<file path="src/sd_cfg_pkg.sv">
package sd_cfg_pkg;

    // Register address on the configuration port
    typedef logic [1:0] cfg_addr_t;

    // Address 0 holds enable and the modulator clock divider
    localparam cfg_addr_t ADDR_CONTROL = 2'd0;
    // Address 1 holds the decimation ratio as a power of two
    localparam cfg_addr_t ADDR_DECIMATION = 2'd1;

    typedef logic [7:0] clk_div_t;
    typedef logic [4:0] ratio_log2_t;

    // Control view of a write word
    typedef struct packed {
        logic [15:0] reserved_hi;
        clk_div_t    clk_div;
        logic [6:0]  reserved_lo;
        logic        enable;
    } ctrl_view_t;

    // Decimation view of the same word
    typedef struct packed {
        logic [26:0] reserved;
        ratio_log2_t ratio_log2;
    } dec_view_t;

    // The address picks which view applies
    typedef union packed {
        ctrl_view_t ctrl;
        dec_view_t  dec;
    } cfg_word_u;

    localparam clk_div_t    CLK_DIV_RESET    = 8'd1;
    // R of 64 out of reset
    localparam ratio_log2_t RATIO_LOG2_RESET = 5'd6;
    // Smallest accepted ratio is R of 4
    localparam ratio_log2_t RATIO_LOG2_MIN   = 5'd2;

endpackage

</file>
<file path="src/sd_data_pkg.sv">
package sd_data_pkg;

    // Order of the CIC filter and also the number of frames dropped at start
    localparam int CIC_ORDER = 3;

    // Width of every integrator, comb and output word
    localparam int RESULT_WIDTH = 32;

    // Filter arithmetic wraps in two's complement at this width
    typedef logic signed [RESULT_WIDTH-1:0] result_t;

    // A modulator bit mapped to a signed value of +1 or -1
    typedef logic signed [1:0] sample_t;

    localparam sample_t SAMPLE_HIGH = 2'sb01;
    localparam sample_t SAMPLE_LOW  = 2'sb11;

    // Counts warm-up frames up to CIC_ORDER
    typedef logic [$clog2(CIC_ORDER + 1)-1:0] frame_count_t;

endpackage

</file>
<file path="src/sd_config_regs.sv">
`timescale 1ns/10ps

module sd_config_regs #(
    parameter int MAX_RATIO_LOG2 = 8
) (
    input  logic                    clk,
    input  logic                    reset,
    input  logic                    cfg_write,
    input  sd_cfg_pkg::cfg_addr_t   cfg_addr,
    input  sd_cfg_pkg::cfg_word_u   cfg_data,
    output logic                    enable,
    output sd_cfg_pkg::clk_div_t    clk_div,
    output sd_cfg_pkg::ratio_log2_t ratio_log2,
    output logic                    cfg_changed
);

    logic ratio_ok;

    // A ratio outside the supported range leaves the old one in place
    assign ratio_ok = (cfg_data.dec.ratio_log2 >= sd_cfg_pkg::RATIO_LOG2_MIN) &&
                      (cfg_data.dec.ratio_log2 <= sd_cfg_pkg::ratio_log2_t'(MAX_RATIO_LOG2));

    always_ff @(posedge clk) begin
        if (reset) begin
            enable      <= 1'b0;
            clk_div     <= sd_cfg_pkg::CLK_DIV_RESET;
            ratio_log2  <= sd_cfg_pkg::RATIO_LOG2_RESET;
            cfg_changed <= 1'b0;
        end else begin
            cfg_changed <= 1'b0;
            if (cfg_write) begin
                case (cfg_addr)
                    sd_cfg_pkg::ADDR_CONTROL: begin
                        enable      <= cfg_data.ctrl.enable;
                        clk_div     <= cfg_data.ctrl.clk_div;
                        // Only a running demodulator needs a restart
                        cfg_changed <= enable;
                    end
                    sd_cfg_pkg::ADDR_DECIMATION: begin
                        if (ratio_ok) begin
                            ratio_log2  <= cfg_data.dec.ratio_log2;
                            cfg_changed <= enable;
                        end
                    end
                    // Other addresses are not mapped
                    default: begin
                    end
                endcase
            end
        end
    end

endmodule

</file>
<file path="src/sd_control_fsm.sv">
`timescale 1ns/10ps

module sd_control_fsm (
    input  logic clk,
    input  logic reset,
    input  logic enable,
    input  logic cfg_changed,
    input  logic warmup_done,
    output logic timer_run,
    output logic filter_clear,
    output logic out_enable
);

    typedef enum logic [1:0] {
        IDLE,
        FLUSH,
        WARMUP,
        RUN
    } state_t;

    state_t state;
    state_t state_next;

    always_ff @(posedge clk) begin
        if (reset) begin
            state <= IDLE;
        end else begin
            state <= state_next;
        end
    end

    always_comb begin
        state_next = state;
        case (state)
            // Stay stopped until software sets enable
            IDLE: begin
                if (enable) begin
                    state_next = FLUSH;
                end
            end
            // Single cycle with the timer stopped and the filter cleared
            FLUSH: begin
                state_next = enable ? WARMUP : IDLE;
            end
            // Filter runs but its first frames are not settled yet
            WARMUP: begin
                if (!enable) begin
                    state_next = IDLE;
                end else if (cfg_changed) begin
                    state_next = FLUSH;
                end else if (warmup_done) begin
                    state_next = RUN;
                end
            end
            RUN: begin
                if (!enable) begin
                    state_next = IDLE;
                end else if (cfg_changed) begin
                    state_next = FLUSH;
                end
            end
            default: begin
                state_next = IDLE;
            end
        endcase
    end

    // Outputs decode straight from the state register
    assign timer_run    = (state == WARMUP) || (state == RUN);
    assign filter_clear = (state == FLUSH);
    assign out_enable   = (state == RUN);

endmodule

</file>
<file path="src/sd_timer.sv">
`timescale 1ns/10ps

module sd_timer #(
    parameter int MAX_RATIO_LOG2 = 8
) (
    input  logic                    clk,
    input  logic                    reset,
    input  logic                    run,
    input  sd_cfg_pkg::clk_div_t    clk_div,
    input  sd_cfg_pkg::ratio_log2_t ratio_log2,
    output logic                    sd_clk,
    output logic                    sample_strobe,
    output logic                    frame_strobe,
    output logic                    warmup_done
);

    sd_cfg_pkg::clk_div_t      div_cnt;
    logic                      div_wrap;
    logic [MAX_RATIO_LOG2-1:0] sample_cnt;
    logic [MAX_RATIO_LOG2-1:0] sample_last;
    sd_data_pkg::frame_count_t frame_cnt;

    // Half period of sd_clk is clk_div+1 cycles
    assign div_wrap = run && (div_cnt == clk_div);

    // High in the cycle that ends with the rising edge of sd_clk
    // The filter samples data_in on that same edge
    assign sample_strobe = div_wrap && !sd_clk;

    // Index of the last sample in a frame is R-1
    assign sample_last  = MAX_RATIO_LOG2'((1 << ratio_log2) - 1);
    assign frame_strobe = sample_strobe && (sample_cnt == sample_last);

    always_ff @(posedge clk) begin
        if (reset || !run) begin
            div_cnt     <= '0;
            sd_clk      <= 1'b0;
            sample_cnt  <= '0;
            frame_cnt   <= '0;
            warmup_done <= 1'b0;
        end else begin
            if (div_wrap) begin
                div_cnt <= '0;
                sd_clk  <= !sd_clk;
            end else begin
                div_cnt <= div_cnt + 1'b1;
            end

            if (sample_strobe) begin
                sample_cnt <= frame_strobe ? '0 : sample_cnt + 1'b1;
            end

            // Saturates once the warm-up frames have gone by
            if (frame_strobe &&
                (frame_cnt != sd_data_pkg::frame_count_t'(sd_data_pkg::CIC_ORDER))) begin
                frame_cnt <= frame_cnt + 1'b1;
            end

            // Held back one cycle so the last warm-up frame still meets a closed output
            warmup_done <= (frame_cnt == sd_data_pkg::frame_count_t'(sd_data_pkg::CIC_ORDER));
        end
    end

endmodule

</file>
<file path="src/cic_decimator.sv">
`timescale 1ns/10ps

module cic_decimator #(
    parameter int N_CHANNELS = 4
) (
    input  logic                                  clk,
    input  logic                                  reset,
    input  logic                                  clear,
    input  logic                                  sample_strobe,
    input  logic                                  frame_strobe,
    input  logic [N_CHANNELS-1:0]                 data_in,
    output sd_data_pkg::result_t [N_CHANNELS-1:0] results,
    output logic                                  frame_valid
);

    localparam int ORDER = sd_data_pkg::CIC_ORDER;

    // Set on the edge that takes the last sample of a frame
    // The combs run one cycle later on the settled integrators
    logic comb_pending;

    always_ff @(posedge clk) begin
        if (reset || clear) begin
            comb_pending <= 1'b0;
            frame_valid  <= 1'b0;
        end else begin
            comb_pending <= sample_strobe && frame_strobe;
            frame_valid  <= comb_pending;
        end
    end

    for (genvar ch = 0; ch < N_CHANNELS; ch++) begin : g_channel
        sd_data_pkg::sample_t sample;
        sd_data_pkg::result_t integ [ORDER];
        sd_data_pkg::result_t integ_next [ORDER];
        sd_data_pkg::result_t comb_dly [ORDER];
        sd_data_pkg::result_t comb_out [ORDER];

        // A one bit counts as +1 and a zero bit as -1
        assign sample = data_in[ch] ? sd_data_pkg::SAMPLE_HIGH : sd_data_pkg::SAMPLE_LOW;

        always_comb begin
            // Each integrator adds the freshly updated stage before it
            integ_next[0] = integ[0] + sd_data_pkg::result_t'(sample);
            for (int s = 1; s < ORDER; s++) begin
                integ_next[s] = integ[s] + integ_next[s-1];
            end
            // Each comb takes the difference against its input from the previous frame
            comb_out[0] = integ[ORDER-1] - comb_dly[0];
            for (int s = 1; s < ORDER; s++) begin
                comb_out[s] = comb_out[s-1] - comb_dly[s];
            end
        end

        always_ff @(posedge clk) begin
            if (reset || clear) begin
                for (int s = 0; s < ORDER; s++) begin
                    integ[s]    <= '0;
                    comb_dly[s] <= '0;
                end
            end else begin
                if (sample_strobe) begin
                    integ <= integ_next;
                end
                if (comb_pending) begin
                    comb_dly[0] <= integ[ORDER-1];
                    for (int s = 1; s < ORDER; s++) begin
                        comb_dly[s] <= comb_out[s-1];
                    end
                end
            end
        end

        // Result word only changes once per frame
        always_ff @(posedge clk) begin
            if (comb_pending) begin
                results[ch] <= comb_out[ORDER-1];
            end
        end
    end

endmodule

</file>
<file path="src/sd_output_mux.sv">
`timescale 1ns/10ps

module sd_output_mux #(
    parameter int N_CHANNELS = 4
) (
    input  logic                                      clk,
    input  logic                                      reset,
    input  logic                                      enable,
    input  sd_data_pkg::result_t [N_CHANNELS-1:0]     results,
    input  logic                                      frame_valid,
    output logic                                      out_valid,
    output logic [$clog2(N_CHANNELS > 1 ? N_CHANNELS : 2)-1:0] out_dest,
    output sd_data_pkg::result_t                      out_data
);

    localparam int DEST_WIDTH = $clog2(N_CHANNELS > 1 ? N_CHANNELS : 2);

    // Copy of the frame being sent out
    sd_data_pkg::result_t [N_CHANNELS-1:0] frame_buf;
    logic [DEST_WIDTH-1:0]                 dest_next;
    logic                                  last_channel;

    assign dest_next    = out_dest + 1'b1;
    assign last_channel = (out_dest == DEST_WIDTH'(N_CHANNELS - 1));

    always_ff @(posedge clk) begin
        if (reset) begin
            out_valid <= 1'b0;
            out_dest  <= '0;
        end else if (frame_valid && enable) begin
            // Channel 0 goes out in the cycle after frame_valid
            out_valid <= 1'b1;
            out_dest  <= '0;
        end else if (out_valid && !last_channel) begin
            out_dest <= dest_next;
        end else begin
            // A group once started always finishes
            out_valid <= 1'b0;
        end
    end

    always_ff @(posedge clk) begin
        if (frame_valid && enable) begin
            frame_buf <= results;
            out_data  <= results[0];
        end else if (out_valid && !last_channel) begin
            out_data <= frame_buf[dest_next];
        end
    end

endmodule

</file>
<file path="src/sd_processor.sv">
`timescale 1ns/10ps

module sd_processor #(
    parameter int N_CHANNELS     = 4,
    parameter int MAX_RATIO_LOG2 = 8
) (
    input  logic                  clk,
    input  logic                  reset,
    input  logic                  cfg_write,
    input  sd_cfg_pkg::cfg_addr_t cfg_addr,
    input  sd_cfg_pkg::cfg_word_u cfg_data,
    input  logic [N_CHANNELS-1:0] data_in,
    output logic                  sd_clk,
    output logic                  out_valid,
    output logic [$clog2(N_CHANNELS > 1 ? N_CHANNELS : 2)-1:0] out_dest,
    output sd_data_pkg::result_t  out_data
);

    // Configuration state
    logic                    enable;
    sd_cfg_pkg::clk_div_t    clk_div;
    sd_cfg_pkg::ratio_log2_t ratio_log2;
    logic                    cfg_changed;

    // Sequencing
    logic timer_run;
    logic filter_clear;
    logic out_enable;
    logic warmup_done;

    // Sample and frame timing
    logic sample_strobe;
    logic frame_strobe;

    // Filter output
    sd_data_pkg::result_t [N_CHANNELS-1:0] results;
    logic                                  frame_valid;

    sd_config_regs #(
        .MAX_RATIO_LOG2(MAX_RATIO_LOG2)
    ) u_config_regs (
        .clk(clk),
        .reset(reset),
        .cfg_write(cfg_write),
        .cfg_addr(cfg_addr),
        .cfg_data(cfg_data),
        .enable(enable),
        .clk_div(clk_div),
        .ratio_log2(ratio_log2),
        .cfg_changed(cfg_changed)
    );

    sd_control_fsm u_control_fsm (
        .clk(clk),
        .reset(reset),
        .enable(enable),
        .cfg_changed(cfg_changed),
        .warmup_done(warmup_done),
        .timer_run(timer_run),
        .filter_clear(filter_clear),
        .out_enable(out_enable)
    );

    sd_timer #(
        .MAX_RATIO_LOG2(MAX_RATIO_LOG2)
    ) u_timer (
        .clk(clk),
        .reset(reset),
        .run(timer_run),
        .clk_div(clk_div),
        .ratio_log2(ratio_log2),
        .sd_clk(sd_clk),
        .sample_strobe(sample_strobe),
        .frame_strobe(frame_strobe),
        .warmup_done(warmup_done)
    );

    cic_decimator #(
        .N_CHANNELS(N_CHANNELS)
    ) u_cic_decimator (
        .clk(clk),
        .reset(reset),
        .clear(filter_clear),
        .sample_strobe(sample_strobe),
        .frame_strobe(frame_strobe),
        .data_in(data_in),
        .results(results),
        .frame_valid(frame_valid)
    );

    sd_output_mux #(
        .N_CHANNELS(N_CHANNELS)
    ) u_output_mux (
        .clk(clk),
        .reset(reset),
        .enable(out_enable),
        .results(results),
        .frame_valid(frame_valid),
        .out_valid(out_valid),
        .out_dest(out_dest),
        .out_data(out_data)
    );

endmodule

</file>
<file path="config.mk">
export PLATFORM = sky130hd
export DESIGN_NAME = sd_processor
export DESIGN_NICKNAME = d
export VERILOG_FILES = /design/src/sd_cfg_pkg.sv /design/src/sd_data_pkg.sv /design/src/sd_config_regs.sv /design/src/sd_control_fsm.sv /design/src/sd_timer.sv /design/src/cic_decimator.sv /design/src/sd_output_mux.sv /design/src/sd_processor.sv
export SDC_FILE = /design/constraint.sdc
export NUM_CORES = 2
export LEC_CHECK = 0
export BUFFER_PORTS_ARGS = -buffer_cell sky130_fd_sc_hd__buf_4
export CAP_MARGIN = 20
export CORE_MARGIN = 4
export CORE_UTILIZATION = 59
export CTS_CLUSTER_SIZE = 10
export DETAILED_ROUTE_END_ITERATION = 16
export PLACE_DENSITY = 0.78
export SYNTH_ARGS = -nofsm -noshare
export SYNTH_HDL_FRONTEND = slang
export SYNTH_SLANG_ARGS = --single-unit
</file>
<file path="constraint.sdc">
create_clock -name clk -period 13.55 [get_ports clk]
set_clock_uncertainty 0.15 [all_clocks]
set_input_delay 2.0325 -clock clk [delete_from_list [all_inputs] [get_ports clk]]
set_output_delay 2.0325 -clock clk [all_outputs]
set_load 0.03 [all_outputs]
</file>
Word-level counts from Yosys, hierarchy flattened
Memories as Yosys holds them, arrays and structs flattened.
Cells that the tools add are included.
Widths: inputs -> output; s select.
{ "op_classes": {"addsub": 29, "order_cmp": 3, "n_bitwise": 13, "div_mod_pow": 0, "muxes": 38, "reduce_logical": 23, "n_shift": 1, "multipliers": 0, "eq_ne": 13} }
{ "op_table": {"columns": ["cell", "n"], "rows": [
  ["$mux 32", 15],
  ["$sub 32x32->32", 12],
  ["$add 32x32->32", 8],
  ["$add 32x2->32", 4],
  ["$bmux 32 s2", 1],
  ["$mux 2", 11],
  ["$add 8x1->8 const B", 2],
  ["$eq 8x8->1", 2],
  ["$or 1x1->1", 12],
  ["$eq 2x2->1 const B", 4],
  ["$logic_and 1x1->1", 8],
  ["$mux 1", 8],
  ["$mux 8", 1],
  ["$pmux 2 s4", 1],
  ["$shl 1x5->8 const A", 1],
  ["$sub 8x2->8 const B", 1],
  ["$reduce_and 3->1", 2],
  ["$reduce_or 2->1", 3],
  ["$ge 5x2->1 const B", 1],
  ["$le 5x4->1 const B", 1],
  ["$add 2x1->2 const B", 2],
  ["$eq 2x1->1 const B", 2],
  ["$logic_not 2->1", 2],
  ["$ne 2x2->1 const B", 2],
  ["other kinds (10)", 14]
]} }
{ "totals": {"out_inout_bits": 36, "mem_bits_rw": 384, "mem_bits_ro": 0, "ff_bits": 714, "latchBits": 0, "n_memories": 4} }
{ "mem_list": {"columns": ["memory", "words", "width", "read_ports", "rd_ports_with_merged_regs", "write_ports", "line_no", "text"], "rows": [
  ["u_cic_decimator.g_channel[0].comb_dly", 3, 32, 3, 0, 3, "cic_decimator.sv:36", "sd_data_pkg::result_t comb_dly [ORDER];"],
  ["u_cic_decimator.g_channel[1].comb_dly", 3, 32, 3, 0, 3, "cic_decimator.sv:36", null],
  ["u_cic_decimator.g_channel[2].comb_dly", 3, 32, 3, 0, 3, "cic_decimator.sv:36", null],
  ["u_cic_decimator.g_channel[3].comb_dly", 3, 32, 3, 0, 3, "cic_decimator.sv:36", null]
]} }

Longest topological paths before layout
{ "logic_depth": {"word_depth": 6, "mapped_depth": 37, "mapped_depth_nobuf": 36} }

By module
Synthesis repeated with hierarchy kept, for this count alone.
{ "hier_totals": {"hier_cells": 7772, "hier_area_um2": 74582.8} }
{ "by_module_without_submodules": {"columns": ["mod", "seq_area_each_um2", "n_inst", "cells_per_inst", "area_each_um2"], "rows": [
  ["cic_decimator", 23102.2, 1, 7236, 66313.6],
  ["sd_output_mux", 4864.7, 1, 320, 6301.0],
  ["sd_timer", 400.4, 1, 149, 1252.5],
  ["sd_config_regs", 300.3, 1, 57, 608.1],
  ["sd_control_fsm", 40.0, 1, 10, 107.6]
]} }

Worst setup path after synthesis
OpenSTA, ideal clock, no wires.
{ "synth_path": {"path_type": "reg2reg", "start": "register u_cic_decimator.comb_pending", "end": "memory u_cic_decimator.g_channel[0].comb_dly[0][0] in the netlist's numbering, enable pin", "path_buffers": 1, "setup_slack_ns": 0.943, "required_ns": 12.629, "stages_incl_launch_ff": 3, "setup_ns": 0.771, "t_arrival_ns": 11.686, "synth_period_minus_slack_ns": 12.607, "path_cell_list": "dfxtp_1 > clkbuf_1 > or3_1"} }
{ "synth_lines": {"columns": ["element", "line_no", "text"], "rows": [
  ["start, declared", "cic_decimator.sv:20", "logic comb_pending;"],
  ["start signal, assigned", "cic_decimator.sv:27", "comb_pending <= sample_strobe && frame_strobe;"],
  ["end, declared", "cic_decimator.sv:36", null]
]} }

==> reports/metrics.yaml <==
status:
  outcome: "finished clean"
sta:
  fin_crit_ns: 8.948
  report.final.slew_viol_count: 0
  finalSetupTns_ns: 0
  max_slew_margin_pct: 20.83
  tightest_slew_ns: 1.188
  fin_crit_sh_pct: 66.04
  setup_viol: 0
  max_freq_mhz: 111.8
  finalWorstSetupSlack_ns: 4.602
  hold_viol_final: 0
  rsz0062_at_grt: "false"
synth:
  yosysSeqAreaShare_pct: 38.68
  syn_area_mm2: 0.07422
  synthXorXnorAreaFrac_pct: 8.248
  synth_compound_area_share_pct: 18.87
  synth_top_family_by_area: "compound AO/OA/AOI/OAI gates"
  yosysWarnings: 0
  ys_async_sr_fraction_pct: 0
  synthCells: 8119
  syn_avg_cell_area_um2: 9.142
  synth_edf_count: 672
  synth_fa_ha_area_share_pct: 13.26
  synth_simple_gate_area_share_pct: 15.46
  synth_seq_cells: 1098
  synth_cell_types: 86
  syn_nets: 8932
  synthFlopType: "edfxtp_1"
  synthMuxAreaShare_pct: 1.281
place:
  hpwl_um: 116000
  place_ws_ns: 3.297
  dpl-instance-area_mm2: 0.07621
  gp_congestion: 0.8882
  port_buffers: 57
setup_path:
  cp-start-kind: "input port"
  crit_type: "in2reg"
  critPathCaptureType: "flop"
  cp_slowest_cell: "a2111oi_0"
  crit_top_cell: "a21oi_1"
  arrival_ns: 9.48
  cp_slowest_stage_delay_ns: 0.69
  crit_required_ns: 14.08
  critPathMaxFanout: 28
final_layout:
  syn_to_final_growth_pct: 8.193
  nets: 8939
  seqCellArea_mm2: 0.02871
  drive_gt1_share_pct: 3.995
  design_area_mm2: 0.08030
  multi_input_area_mm2: 0.04243
  fillers: 9985
clocking:
  cts.sinks: 1098
  root_buffer: "clkbuf_16"
  post_cts_resized: 0
  clkLatencyLatePin_ns: 0.78
  cts_hold_buf: 0
  cts_max_path_buffers: 3
  cts_tree: "yes"
  path_clk_slew_ns: 0.06
  cts_buffers: 134
  ctsHtreeMaxLevel: 4
  cts_setup_buffers: 0
route:
  wl_um: 164100
  routed_via_density: 5.900
  post_drt_wl_per_cell_um: 16.66
  vias: 58124
  drc: 0
  ant_nets: 0
  drt_iter0_markers: 4565
  dr.pass1.iters: 6
die:
  start_util_pct: 59.72
  num_rows: 129
  coreArea_mm2: 0.1243
  ios: 77
  die-area_mm2: 0.1315
  die_y_um: 362.7
  die_width_um: 362.7
power_and_ir_drop:
  power_density_mw_per_mm2: 104.8
  leakagePower_uw: 0.03486
  peakVddDrop_uv: 141.0
  total_power_uw: 8413
min_path:
  min_path_type: "reg2reg"
global_route:
  antenna_found_initial: 11
  grt_max_degree: 202
  grt_overflow: 0
  track_usage_pct: 24.41
  grt_pass1_vias: 56011
  grt_pass1_wl_um: 271400
run:
  cap_violations: 0
## cells by family (layout without fill, tap and decap cells)
kind of cell	Yosys count	in the layout
buffers and inverters	831	923
adder cells (fa/ha/maj)	772	772
AO/OA/AOI/OAI	2228	2228
other	0	3
multiplexers	55	55
AND/OR/NAND/NOR	2447	2447
XOR/XNOR	688	688
flip-flops	1098	1098
## worst paths after layout
path,startpoint,to,slack (ns),cells past startpoint
max reg2reg,u_cic_decimator.g_channel[1].integ[0],u_cic_decimator.results[62],5.69,32
max,data_in[1],u_cic_decimator.g_channel[1].integ[31],4.60,33
min,u_cic_decimator.results[74],u_output_mux.frame_buf[74],0.26,0
min reg2reg,u_cic_decimator.results[74],u_output_mux.frame_buf[74],0.26,0
## final cells by class
| class | instances | area share (%) |
|---|---|---|
| Tap cell | 1637 | 2.551 |
| Multi-Input combinational cell | 6190 | 52.84 |
| Sequential cell | 1098 | 35.76 |
| Timing Repair Buffer | 90 | 0.9536 |
| Clock inverter | 19 | 0.3225 |
| Inverter | 612 | 2.870 |
| Clock buffer | 202 | 4.696 |
| Antenna cell | 3 | 0.009349 |
## worst max-delay path, delay by kind of cell
kind | cells | cell delay (ns)
AO/OA/AOI/OAI | 16 | 3.90
XOR/XNOR | 3 | 0.57
buffers and inverters | 3 | 0.56
AND/OR/NAND/NOR | 8 | 1.40
adder cells (fa/ha/maj) | 3 | 1.00
## metal layers
layer	vias to the layer above	wire (um)	GRT usage [%]
li1	28925	-	-
met1	27553	74620	32.50
met2	1355	76930	41.30
met3	289	8597	3.620
met4	2	3928	7.462
met5	-	12	0
## sequential cells by signal (all words and copies together), names as in the netlist, 8 cells and up
register                            cells
u_output_mux.frame_buf                128
u_config_regs.clk_div                   8
u_timer.div_cnt                         8
u_timer.sample_cnt                      8
u_cic_decimator.g_channel.integ       384
u_cic_decimator.g_channel.comb_dly    384
u_output_mux.out_data                  32
u_cic_decimator.results               128
## cells in the final DEF, fill, tap and decap left out, types with 19 or more instances in the layout
cell and n:
a211oi_1 66, a21boi_1 19, a21o_1 367, a21oi_1 876, a22o_1 22, a31oi_1 54, and2_1 240, and3_1 192
buf_4 84, clkbuf_1 54, clkbuf_16 136, dfxtp_1 424, edfxtp_1 672, fa_1 24, ha_1 748, inv_1 608
mux2i_1 23, mux4_2 32, nand2_1 989, nand2b_1 76, nand3_1 135, nand4_1 52, nor2_1 458, nor2b_1 81
nor3_1 93, o211ai_1 27, o21a_1 90, o21ai_0 201, o21ai_1 137, o21bai_1 115, o31ai_1 28, or3_1 43
xnor2_1 469, xor2_1 212
## cell usage after synthesis (all sizes together), types with 17 or more instances
cell type	count	area, um2
xor2	212	1857
a211oi	66	495.5
a31oi	55	350.3
o31a	17	148.9
a21oi	876	4384
mux2i	23	230.2
a2111oi	18	176.4
fa	24	480.5
a21boi	26	195.2
nor3	93	465.5
edfxtp	672	20180
nand3	135	675.7
and3	192	1201
a21o	367	2755
or2	22	137.6
or3	44	275.3
ha	748	9359
nor2	461	1730
nand2	989	3712
o21ai	339	1700
o21a	90	675.7
and2	241	1508
nand2b	77	481.7
nor2b	82	513.0
mux4	32	720.7
a22o	22	192.7
o211ai	27	202.7
nand4	52	325.3
a211o	17	148.9
xnor2	469	4108
o31ai	28	210.2
o21bai	115	863.3
inv	610	2290
clkbuf	210	788.3
dfxtp	426	8528
## power breakdown
part	internal [uW]	switching (uW)
logic	566	860
registers	3630	13.2
clock network	1920	1420
## through the flow
step | std cells | hold WS [ns] | util (%)
floorplan | 8119 | 0.2503 | -
global placement | 9625 | 0.2544 | 61.32
detailed placement | 9625 | 0.2545 | 61.32
CTS | 9846 | 0.2672 | 64.56
global route | 9848 | 0.2724 | 64.61
finish | 9851 | 0.2602 | 64.61
Power figures use the tool's default switching activity.
